### src/verilog/udp_axi_pkg.sv
package udp_axi_pkg;

    localparam logic [7:0] pkt_cmd_tag  = 8'h00;   // command packet / valid header type
    localparam logic [7:0] pkt_data_tag = 8'hff;   // data packet marker
    localparam logic [7:0] resp_tag     = 8'hff;   // top byte of a report word
    localparam logic [3:0] full_strb    = 4'b1111;

    localparam int hdr_fifo_depth   = 16;
    localparam int wdata_fifo_depth = 512;
    localparam int resp_fifo_depth  = 16;
    localparam int resp_cnt_w       = $clog2(resp_fifo_depth + 1);

    // one udp receive word with its end-of-packet flag
    typedef struct packed {
        logic        last;
        logic [31:0] data;
    } rx_word_t;

    // 64-bit write header, high word first on the wire
    typedef struct packed {
        logic [7:0]  tag;
        logic [1:0]  burst;
        logic [1:0]  id;
        logic [2:0]  rsvd_a;
        logic        write;    // 1 = write, 0 = read
        logic [7:0]  len;
        logic [7:0]  rsvd_b;
        logic [31:0] addr;
    } wr_hdr_t;

    typedef struct packed {
        logic [1:0]  id;
        logic [31:0] addr;
        logic [7:0]  len;
        logic [1:0]  burst;
    } axi_aw_t;

    typedef struct packed {
        logic [31:0] data;
        logic [3:0]  strb;
        logic        last;
    } axi_w_t;

    typedef struct packed {
        logic [1:0] id;
        logic [1:0] resp;
    } axi_b_t;

    typedef struct packed {
        logic [7:0] tag;
        logic [5:0] zero_hi;
        logic [1:0] id;
        logic [5:0] zero_mid;
        logic [1:0] resp;
        logic [7:0] zero_lo;
    } resp_word_t;

endpackage

### src/verilog/udp_cmd_parser.sv
`timescale 1ns/10ps

module udp_cmd_parser (
    input  logic                  gmii_rx_clk,
    input  logic                  rstn,
    input  logic                  rx_en,
    input  udp_axi_pkg::rx_word_t rx_data,
    output logic                  hdr_push,
    output udp_axi_pkg::wr_hdr_t  hdr,
    output logic                  wdata_push,
    output udp_axi_pkg::rx_word_t wdata
);

    typedef enum logic [1:0] {
        ST_IDLE,    // waiting for the first word of a packet
        ST_CMD,
        ST_DATA,
        ST_SKIP     // unknown packet, drop to end
    } state_t;

    state_t               state;
    logic                 lo_next;    // next command word is a header low half
    logic [31:0]          hi_word;
    logic [7:0]           top_byte;
    udp_axi_pkg::wr_hdr_t hdr_asm;

    assign top_byte = rx_data.data[31:24];
    assign hdr_asm  = {hi_word, rx_data.data};

    always_ff @(posedge gmii_rx_clk or negedge rstn) begin
        if (!rstn) begin
            state      <= ST_IDLE;
            lo_next    <= 1'b0;
            hdr_push   <= 1'b0;
            wdata_push <= 1'b0;
        end else begin
            hdr_push   <= 1'b0;
            wdata_push <= 1'b0;
            if (rx_en) begin
                case (state)
                    ST_IDLE: begin
                        lo_next <= 1'b1;    // first word is already a high half
                        if (!rx_data.last) begin
                            if (top_byte == udp_axi_pkg::pkt_cmd_tag) begin
                                state <= ST_CMD;
                            end else if (top_byte == udp_axi_pkg::pkt_data_tag) begin
                                state <= ST_DATA;    // marker word is dropped
                            end else begin
                                state <= ST_SKIP;
                            end
                        end
                    end
                    ST_CMD: begin
                        lo_next <= !lo_next;
                        if (lo_next) begin
                            // only write headers with a command tag go on
                            hdr_push <= (hdr_asm.tag == udp_axi_pkg::pkt_cmd_tag) &&
                                        hdr_asm.write;
                        end
                        if (rx_data.last) begin
                            state <= ST_IDLE;
                        end
                    end
                    ST_DATA: begin
                        wdata_push <= 1'b1;
                        if (rx_data.last) begin
                            state <= ST_IDLE;
                        end
                    end
                    default: begin
                        if (rx_data.last) begin
                            state <= ST_IDLE;
                        end
                    end
                endcase
            end
        end
    end

    always_ff @(posedge gmii_rx_clk) begin
        if (rx_en) begin
            if (state == ST_IDLE || (state == ST_CMD && !lo_next)) begin
                hi_word <= rx_data.data;
            end
            if (state == ST_CMD && lo_next) begin
                hdr <= hdr_asm;
            end
            wdata <= rx_data;    // qualified by wdata_push
        end
    end

endmodule

### config.mk
export PLATFORM = sky130hd
export DESIGN_NAME = udp_cmd_parser
export DESIGN_NICKNAME = d
export VERILOG_FILES = /design/src/verilog/udp_axi_pkg.sv /design/src/verilog/udp_cmd_parser.sv
export SDC_FILE = /design/constraint.sdc
export NUM_CORES = 1
export LEC_CHECK = 0
export ABC_CLOCK_PERIOD_IN_PS = 4500
export BUFFER_PORTS_ARGS = -buffer_cell sky130_fd_sc_hd__buf_2
export CAP_MARGIN = 20
export CORE_UTILIZATION = 51
export DETAILED_ROUTE_END_ITERATION = 7
export GPL_TIMING_DRIVEN = 0
export HOLD_SLACK_MARGIN = 0.12
export PLACE_DENSITY = 0.91
export SKIP_LAST_GASP = 1
export SLEW_MARGIN = 20
export SYNTH_ARGS = -nofsm -noshare
export SYNTH_HDL_FRONTEND = slang
export SYNTH_SLANG_ARGS = --single-unit
### constraint.sdc
create_clock -name gmii_rx_clk -period 4.5 [get_ports gmii_rx_clk]
set_input_delay 0.9 -clock gmii_rx_clk [delete_from_list [all_inputs] [get_ports gmii_rx_clk]]
set_output_delay 0.9 -clock gmii_rx_clk [all_outputs]
set_load 0.05 [all_outputs]
==> results of run 1 <==
sequential cells by signal, summed over array words and instances (netlist names):
register    count
state           2
hi_word        32
lo_next         1
wdata          33
hdr_push        1
wdata_push      1
hdr            64
layer usage:
| layer | up-vias | wire [µm] | global-route usage |
|---|---|---|---|
| li1 | 947 | - | - |
| met1 | 997 | 2870 | 0.198 |
| met2 | 89 | 3820 | 0.307 |
| met3 | 2 | 380 | 0.0539 |
| met4 | 0 | 10 | 0.0625 |
| met5 | - | 0 | 0 |
worst max-delay path, delay by kind of cell:
kind | cells | cell delay [ns]
AO/OA/AOI/OAI | 1 | 0.49
buffers and inverters | 2 | 0.91
AND/OR/NAND/NOR | 1 | 0.31
stage by stage:
| step | setup slack [ns] | instance area [µm²] |
|---|---|---|
| final | 2.06 | 5600 |
| after floorplan | 1.40 | 4130 |
| after detailed placement | 1.51 | 5000 |
| after global routing | 1.92 | 5600 |
| after CTS | 2.05 | 5600 |
| after global placement | -0.219 | 4930 |
cells by family after synthesis:
logic type,count (synthesis),share of synthesized area
flip-flops,134,0.968
AND/OR/NAND/NOR,12,0.0206
buffers and inverters,2,0.00182
AO/OA/AOI/OAI,6,0.00999
report_power, final:
part	switching [mW]	internal, mW
sequential	0.0320	1.49
clock	0.476	0.895
combinational	0.311	0.0741
cells in the final DEF, fill, tap and decap left out:
cell,count
clkinvlp_4,2
a21oi_1,1
a2bb2oi_1,1
clkinv_1,3
nand4_1,2
nand3_2,1
clkbuf_8,1
inv_6,1
inv_1,1
o21a_1,1
nor4_1,3
edfxtp_1,129
nand2b_1,1
nand3b_1,1
buf_2,134
bufinv_16,4
dfrtp_1,5
inv_4,1
nor3_2,1
and3_1,1
a21boi_4,1
o21ai_1,1
buf_16,2
clkinv_4,2
and2b_1,1
a22oi_1,1
clkbuf_1,1
clkbuf_16,16
clkinv_2,2
or3_1,1
worst max-delay path by stage:
stage          slack (ns)   from     endpoint  cells after the start
2_1_floorplan        1.40  rx_en   hi_word[0]                      2
3_3_place_gp        -0.22  rx_en   hi_word[0]                      3
3_5_place_dp         1.51  rx_en  hi_word[23]                      4
4_1_cts              2.05  rx_en  hi_word[21]                      4
5_1_grt              1.92  rx_en  hi_word[14]                      4
6_report             2.06  rx_en  hi_word[21]                      4
final cells by class:
| class | count | share of cell area |
|---|---|---|
| Clock inverter | 14 | 0.0326 |
| Timing Repair Buffer | 136 | 0.130 |
| Inverter | 2 | 0.00179 |
| Multi-Input combinational cell | 18 | 0.0246 |
| Tap cell | 102 | 0.0228 |
| Sequential cell | 134 | 0.714 |
| Clock buffer | 18 | 0.0746 |
==> metrics.txt, run 1 <==
clk sinks around 130; fin crit period roughly 2.4 ns; Yosys reg bits around 130; WHS 0.208 ns; post-synthesis cell count ~150; Synth Warn # 0; CTS-repair resized insts 0; Hold Path Class in -> async; cells along the critical path buf_2, and2b_1, a21boi_4, buf_16; crit end category flop; Post-synth top cells edfxtp_1, dfrtp_1, nor4_1; RSZ-0062 raised after global routing false; share of post-route cells with drive strength above 1 0.522; async set-or-reset flop fraction in the synthesized netlist 0.0373; top-area cell type share of the netlist area 0.937; most frequent cell after synthesis edfxtp_1; Ports about 140; post-synthesis sequential area ratio 0.968; all-layer global routing usage 0.173; area of the multi-input gates 138 µm²; R2R Path Start state[1]; maximum vdd drop 0.000370 V; dpl hpwl around 4600 µm; Synth Net Count between 150 and 200; global-route wire length before repair 10500 µm; Yosys cell types 18; Sequential Area around 0.004 mm²; leading area contributor after synthesis edfxtp_1; DR WL/cell 16.7 µm; total gr overflow 0; CTS tree built; Area Overhead vs Synth 35.5%; DRC 0; Pwr Density a little under 600 mW/mm²; setup_tns 0 ns; Vias/cell ~4.8; CP Max Fanout 38; final setup fails 0; worst endpoint required time ~4.7 ns; top cells by area, synth edfxtp_1, dfrtp_1, nor4_1; nets between 300 and 400; Slew Limit Fails 0; Setup CP Type in -> reg; main flop type after synthesis edfxtp_1; cts bufs inserted 17; post-route ant nets 0; clk buf depth 2; chip width 92.0 µm; initial antenna violation count 0; Startpoint Class input pin; average footprint of a synthesized cell around 27 µm²; slowest CP cell buf_2; capturing point of the worst reg2reg path hi_word[21]; die height just over 90 µm; CP peak stage delay roughly 0.68 ns; Max Freq 409 MHz; I/O Buffers around 130; count of final hold-check violations 0; R2R depth 3; status complete, no violations; Layout Cells excl Fill around 420; largest net degree at the start of global routing 59; reg2reg setup slack around 2.8 ns; routed wire length ~7100 µm; relative slew slack 0.391; clk slew on worst S/H paths 0.06 ns; total power 3.28 mW; placed instance count ~390; die area 0.00847 mm²; CTS Hold Bufs 0; Post-CTS Setup Bufs 0; drt first pass iters 4; leakage power 2.16 nW; Initial Util 0.532; worst slew pin tran approximately 0.9 ns; number of core rows 32; Max Cap Viol 0; Core Area slightly below 0.008 mm²; Layout fillers between 400 and 500; fin crit share 0.543; vias slightly above 2k; Clk Tree Root Cell clkbuf_8; worst skew pair latency between 0.4 and 0.5 ns; fin util 0.721; vias in the first global route 2066; clk_skew 0.00868 ns; Arr. time, crit path 2.63 ns; antenna cells 0; number of H-tree levels 4; Synth Cell Area between 0.004 and 0.005 mm²; Routability Congestion about 0.67; DR iter-0 viols 92; number of synthesized flops with an enable pin ~130
No activity file was read; power rests on OpenSTA's default activity.
==> run 2, diff against run 1 <==
- ABC_AREA: default -> 1
- ABC_CLOCK_PERIOD_IN_PS: 4500 -> 2500
- CORE_UTILIZATION: 51 -> 50
- PLACE_DENSITY: 0.91 -> 0.9
- clock period: 4.5 -> 2.5 ns (I/O delays scaled with it)
==> metrics.txt, run 2 <==
die height ~94 µm; Arr. time, crit path approximately 2.2 ns; most frequent cell after synthesis edfxtp_1; average footprint of a synthesized cell roughly 23 µm²; Routability Congestion 0.718; all-layer global routing usage 0.182; Startpoint Class input pin; nets 379; Setup CP Type in -> reg; crit end category flop; most frequent cells in the layout buf_2, edfxtp_1, nand2_1; clk slew on worst S/H paths roughly 0.060 ns; post-route ant nets 0; cells along the critical path buf_2, nand2_2, nor2_4, buf_16; Post-CTS Setup Bufs 0; status complete, no violations; cts bufs inserted 17; Synth Cell Area approximately 0.0042 mm²; Post-synth top cells edfxtp_1, nand2_1, inv_1; maximum vdd drop between 0.0005 and 0.0006 V; async set-or-reset flop fraction in the synthesized netlist 0.0373; placed instance count between 400 and 500; Yosys reg bits approximately 130; Synth Net Count 222; total gr overflow 0; post-synthesis sequential area ratio 0.947; post-synthesis cell count about 190; global-route wire length before repair approximately 11000 µm; total power ~6.5 mW; Max Cap Viol 0; commonest non-fill, non-tap cell in the layout buf_2; largest net degree at the start of global routing 38; Vias/cell 4.66; Core Area around 0.0082 mm²; CTS tree built; Clk Tree Root Cell clkbuf_8; count of final hold-check violations 0; final setup fails 0; Hold Crit Start rx_data[16]; DR WL/cell between 15 and 20 µm; worst skew pair latency roughly 0.5 ns; CP Max Fanout 37; leakage power about 2.3 nW; I/O Buffers between 100 and 150; number of synthesized flops with an enable pin about 130; main flop type after synthesis edfxtp_1; CTS-repair resized insts 0; share of post-route cells with drive strength above 1 0.489; initial antenna violation count 0; Pwr Density 1130 mW/mm²; relative slew slack 0.387; WHS 0.207 ns; Max Freq about 490 MHz; fin crit share 0.821; CP peak stage delay slightly below 0.7 ns; top cells by area, synth edfxtp_1, dfrtp_1, nand2_1; die area between 0.008 and 0.009 mm²; largest registers hdr x64, wdata x33, hi_word x32; routed wire length roughly 7400 µm; DRC 0; Hold Path Class in -> reg; vias in the first global route between 2k and 2.5k; vias between 2k and 2.5k; Ports approximately 140; clk sinks about 130; Yosys cell types 11; antenna cells 0; chip width between 90 and 100 µm; RSZ-0062 raised after global routing false; worst slew pin tran about 0.92 ns; Critical Path Start rx_en; top-area cell type share of the netlist area 0.918; Synth Warn # 0; max reg flops 64; pre-CTS WS -0.0895 ns; number of core rows 33; clk_skew roughly 0.0075 ns; Slew Limit Fails 0; fin crit period between 2 and 2.5 ns; DR iter-0 viols between 80 and 90; Layout Cells excl Fill 461; slowest CP cell buf_2; largest reg by FF count hdr; dpl hpwl roughly 5200 µm; R2R Path Start state[1]; clk buf depth 2; Initial Util 0.516; worst endpoint required time approximately 2.7 ns; number of H-tree levels 4; leading area contributor after synthesis edfxtp_1; drt first pass iters 4; final setup margin around 0.45 ns; Area Overhead vs Synth 35.4%
run 2: cell count changes after synthesis, sizes merged, moves of 2 or more:
cell	change
inv	+10
nand2	+21
nand3	+3
nand4	-2
nor2	+13
nor4	-3
run 2: area by class of cell:
cell class                 count  area [µm²]
timing repair buffer         138         763
multi-input combinational     40         185
tap                          105         131
clock buffer                  17         414
sequential                   134        4000
inverter                      12        45.0
fill                         556        2460
clock inverter                15         179
run 2: power by group:
group,internal [mW],switching (mW)
Clock,1.52,0.881
Sequential,2.87,0.103
Combinational,0.226,0.871
run 2: metrics by stage:
step	cell area, µm²	setup TNS, ns	util
after floorplan	4220	0	-
after global placement	5020	-85.97	0.614
after detailed placement	5110	-4.62	0.625
after CTS	5720	0	0.699
after global routing	5720	0	0.699
final	5720	0	0.699
run 2: cells by family (layout without fill, tap and decap cells):
| family | count (synthesis) | after routing | share of synthesized area |
|---|---|---|---|
| AOI/OAI and AO/OA | 2 | 2 | 0.00237 |
| buffers and inverters | 12 | 182 | 0.0107 |
| DFF | 134 | 134 | 0.947 |
| and+or+nand+nor | 38 | 38 | 0.0397 |
run 2: path summary, 6_finish.rpt:
| check | end | slack (ns) | depth (start not counted) |
|---|---|---|---|
| setup reg to reg | hdr[1] | 0.79 | 4 |
| min in group asynchronous | state[1] | 0.35 | 2 |
| setup / recovery | hdr[1] | 0.45 | 4 |
| max in group asynchronous | hdr_push | 2.03 | 2 |
| hold / removal | hdr[16] | 0.21 | 1 |
| hold reg to reg | hdr[37] | 0.42 | 0 |
run 2: critical path: cells and delay by family:
family	cells	cell delay, ns
and+or+nand+nor	2	0.76
buffers and inverters	2	0.95
run 2: metal layers:
layer	up-vias	routed length (µm)	track usage
met2	94	3920	0.310
met4	0	40	0.0769
met3	4	502	0.0663
li1	1026	-	-
met1	1023	2980	0.206
met5	-	0	0
run 2: repair_timing:
item	in CTS	in global routing
setup endpoints to repair	0	0
endpoints found under the hold margin	5	0
hold buffers	1	0
==> run 3, diff against run 2 <==
- ABC_CLOCK_PERIOD_IN_PS: 2500 -> 1900
- clock period: 2.5 -> 1.9 ns (I/O delays scaled with it)
==> metrics.txt, run 3 (same netlist as run 2, synthesis figures left out) <==
status complete, no violations; R2R depth 4; worst endpoint required time around 2.1 ns; fin crit period between 1.5 and 2 ns; Internal between 6 and 7 mW; die height between 90 and 100 µm; Vias/cell approximately 4.6; vias around 2.3k; Slew Limit Fails 0; fin area between 0.006 and 0.007 mm²; Max Cap Viol 0; Max Freq between 500 and 600 MHz; clk_skew about 0.0083 ns; RSZ-0062 raised after global routing false; antenna cells 0; worst skew pair latency 0.50 ns; DR WL met2 ~4300 µm; worst slew pin tran roughly 0.59 ns; Startpoint Class flop; Flop pwr share 0.449; I/O Buffers 134; Post-CTS Setup Bufs 0; vias in the first global route approximately 2.4k; largest net degree at the start of global routing 38; all-layer global routing usage 0.194; CTS tree built; Layout fillers between 400 and 500; uppermost routed layer met4; routed wire length around 8000 µm; Initial Util 0.516; clk sinks between 100 and 150; Routability Congestion approximately 0.7; area of the multi-input gates approximately 190 µm²; WHS 0.260 ns; met3 WL around 480 µm; final setup fails 0; combinational share of power 0.170; Critical Path Start state[1]; placed instance count 428; maximum vdd drop 0.000796 V; number of core rows 33; Ports between 100 and 150; CP peak stage delay 0.50 ns; Hold Path Class in -> async; Pwr Density 1440 mW/mm²; Sequential Area between 0.003 and 0.004 mm²; most frequent cells in the layout buf_2, edfxtp_1, dlygate4sd3_1; global-route wire length before repair ~12000 µm; post-route ant nets 0; die area 0.00881 mm²; Core Area ~0.0082 mm²; NetSw around 2.5 mW; max reg flops 64; clk buf depth 2; clk slew on worst S/H paths about 0.06 ns; R2R Path Start state[1]; DRC 0; count of final hold-check violations 0; initial antenna violation count 0; CP Max Fanout 29; Setup CP Type reg -> reg; share of post-route cells with drive strength above 1 0.447; crit end category flop; drt first pass iters 4; number of H-tree levels 4; WL met1 ~3100 µm; nets ~400; total gr overflow 0; Clk Tree Root Cell clkbuf_8; DR iter-0 viols 120; largest reg by FF count hdr; largest registers hdr x64, wdata x33, hi_word x32; Area Overhead vs Synth 43.7%; cells along the critical path inv_1, nand2_2, nor2_4, buf_12; Layout Cells excl Fill 494; Post-DP Area ~0.0051 mm²; cts bufs inserted 17; slowest CP cell nor2_4; clock network fraction of design power 0.381; relative slew slack 0.607; Net Sw Frac 0.282; commonest non-fill, non-tap cell in the layout buf_2; Arr. time, crit path 1.90 ns; leakage power ~2.4 nW; fin crit share 0.897; DR WL/cell between 15 and 20 µm; chip width 93.9 µm; dpl hpwl a little over 5000 µm
run 3: cell count changes in the layout (fill, tap and decap cells not counted):
cell,delta
clkinv_2,+1
bufinv_16,+1
clkinvlp_4,-4
buf_16,-1
clkbuf_1,+1
buf_2,-1
inv_6,-1
dlygate4sd3_1,+33
buf_12,+1
buf_4,+1
inv_8,+1
clkinv_1,-1
clkinv_4,+2
run 3: repair_timing:
action                                  CTS  global route
resized for setup                         1             0
endpoints found under the hold margin   102             0
hold buffers                             34             0
endpoints found under the setup margin   51             0
run 3: power by group through the flow:
| stage | clock network [mW] | registers, mW | logic [mW] |
|---|---|---|---|
| floorplan | 0 | 4.67 | 0.252 |
| global placement | 0 | 3.95 | 1.30 |
| detailed placement | 0 | 3.97 | 1.44 |
| CTS | 3.39 | 3.91 | 1.50 |
| global route | 3.52 | 3.95 | 1.56 |
| finish | 3.32 | 3.91 | 1.48 |
run 3: metrics by stage:
stage / util / setup slack, ns / setup TNS (ns) / total power [mW]
detailed placement: 0.625 / -0.609 / -49.84 / 5.41
CTS: 0.742 / 0.172 / 0 / 8.80
finish: 0.742 / 0.195 / 0 / 8.72
global placement: 0.615 / -1.14 / -109.27 / 5.25
floorplan: - / -0.0203 / -1.30 / 4.92
global route: 0.742 / 0.119 / 0 / 9.03
run 3: worst paths after layout:
kind | to | slack (ns)
setup / recovery | hdr[10] | 0.19
hold / removal | lo_next | 0.26
setup reg to reg | hdr[10] | 0.19
hold reg to reg | hdr[49] | 0.42
max in group asynchronous | hdr_push | 1.50
min in group gmii_rx_clk | wdata_push | 0.37
run 3: worst max-delay path: cells and delay by family (launching register included):
family	cells	cell delay (ns)
buffers and inverters	2	0.36
and+or+nand+nor	2	0.60
DFF	1	0.42
run 3: area by class of cell:
cell class              instances  share of cell area
repair buffers                171               0.179
clock buffers                  18              0.0689
clock inverters                14              0.0330
multi-input cells              40              0.0305
well taps                     105              0.0217
inverters                      12             0.00742
flip-flops and latches        134               0.659
run 3: routing by layer:
layer,global-route usage,vias up
met1,0.209,1103
met3,0.0728,9
met4,0.0821,0
li1,-,1087
met5,0,-
met2,0.341,90
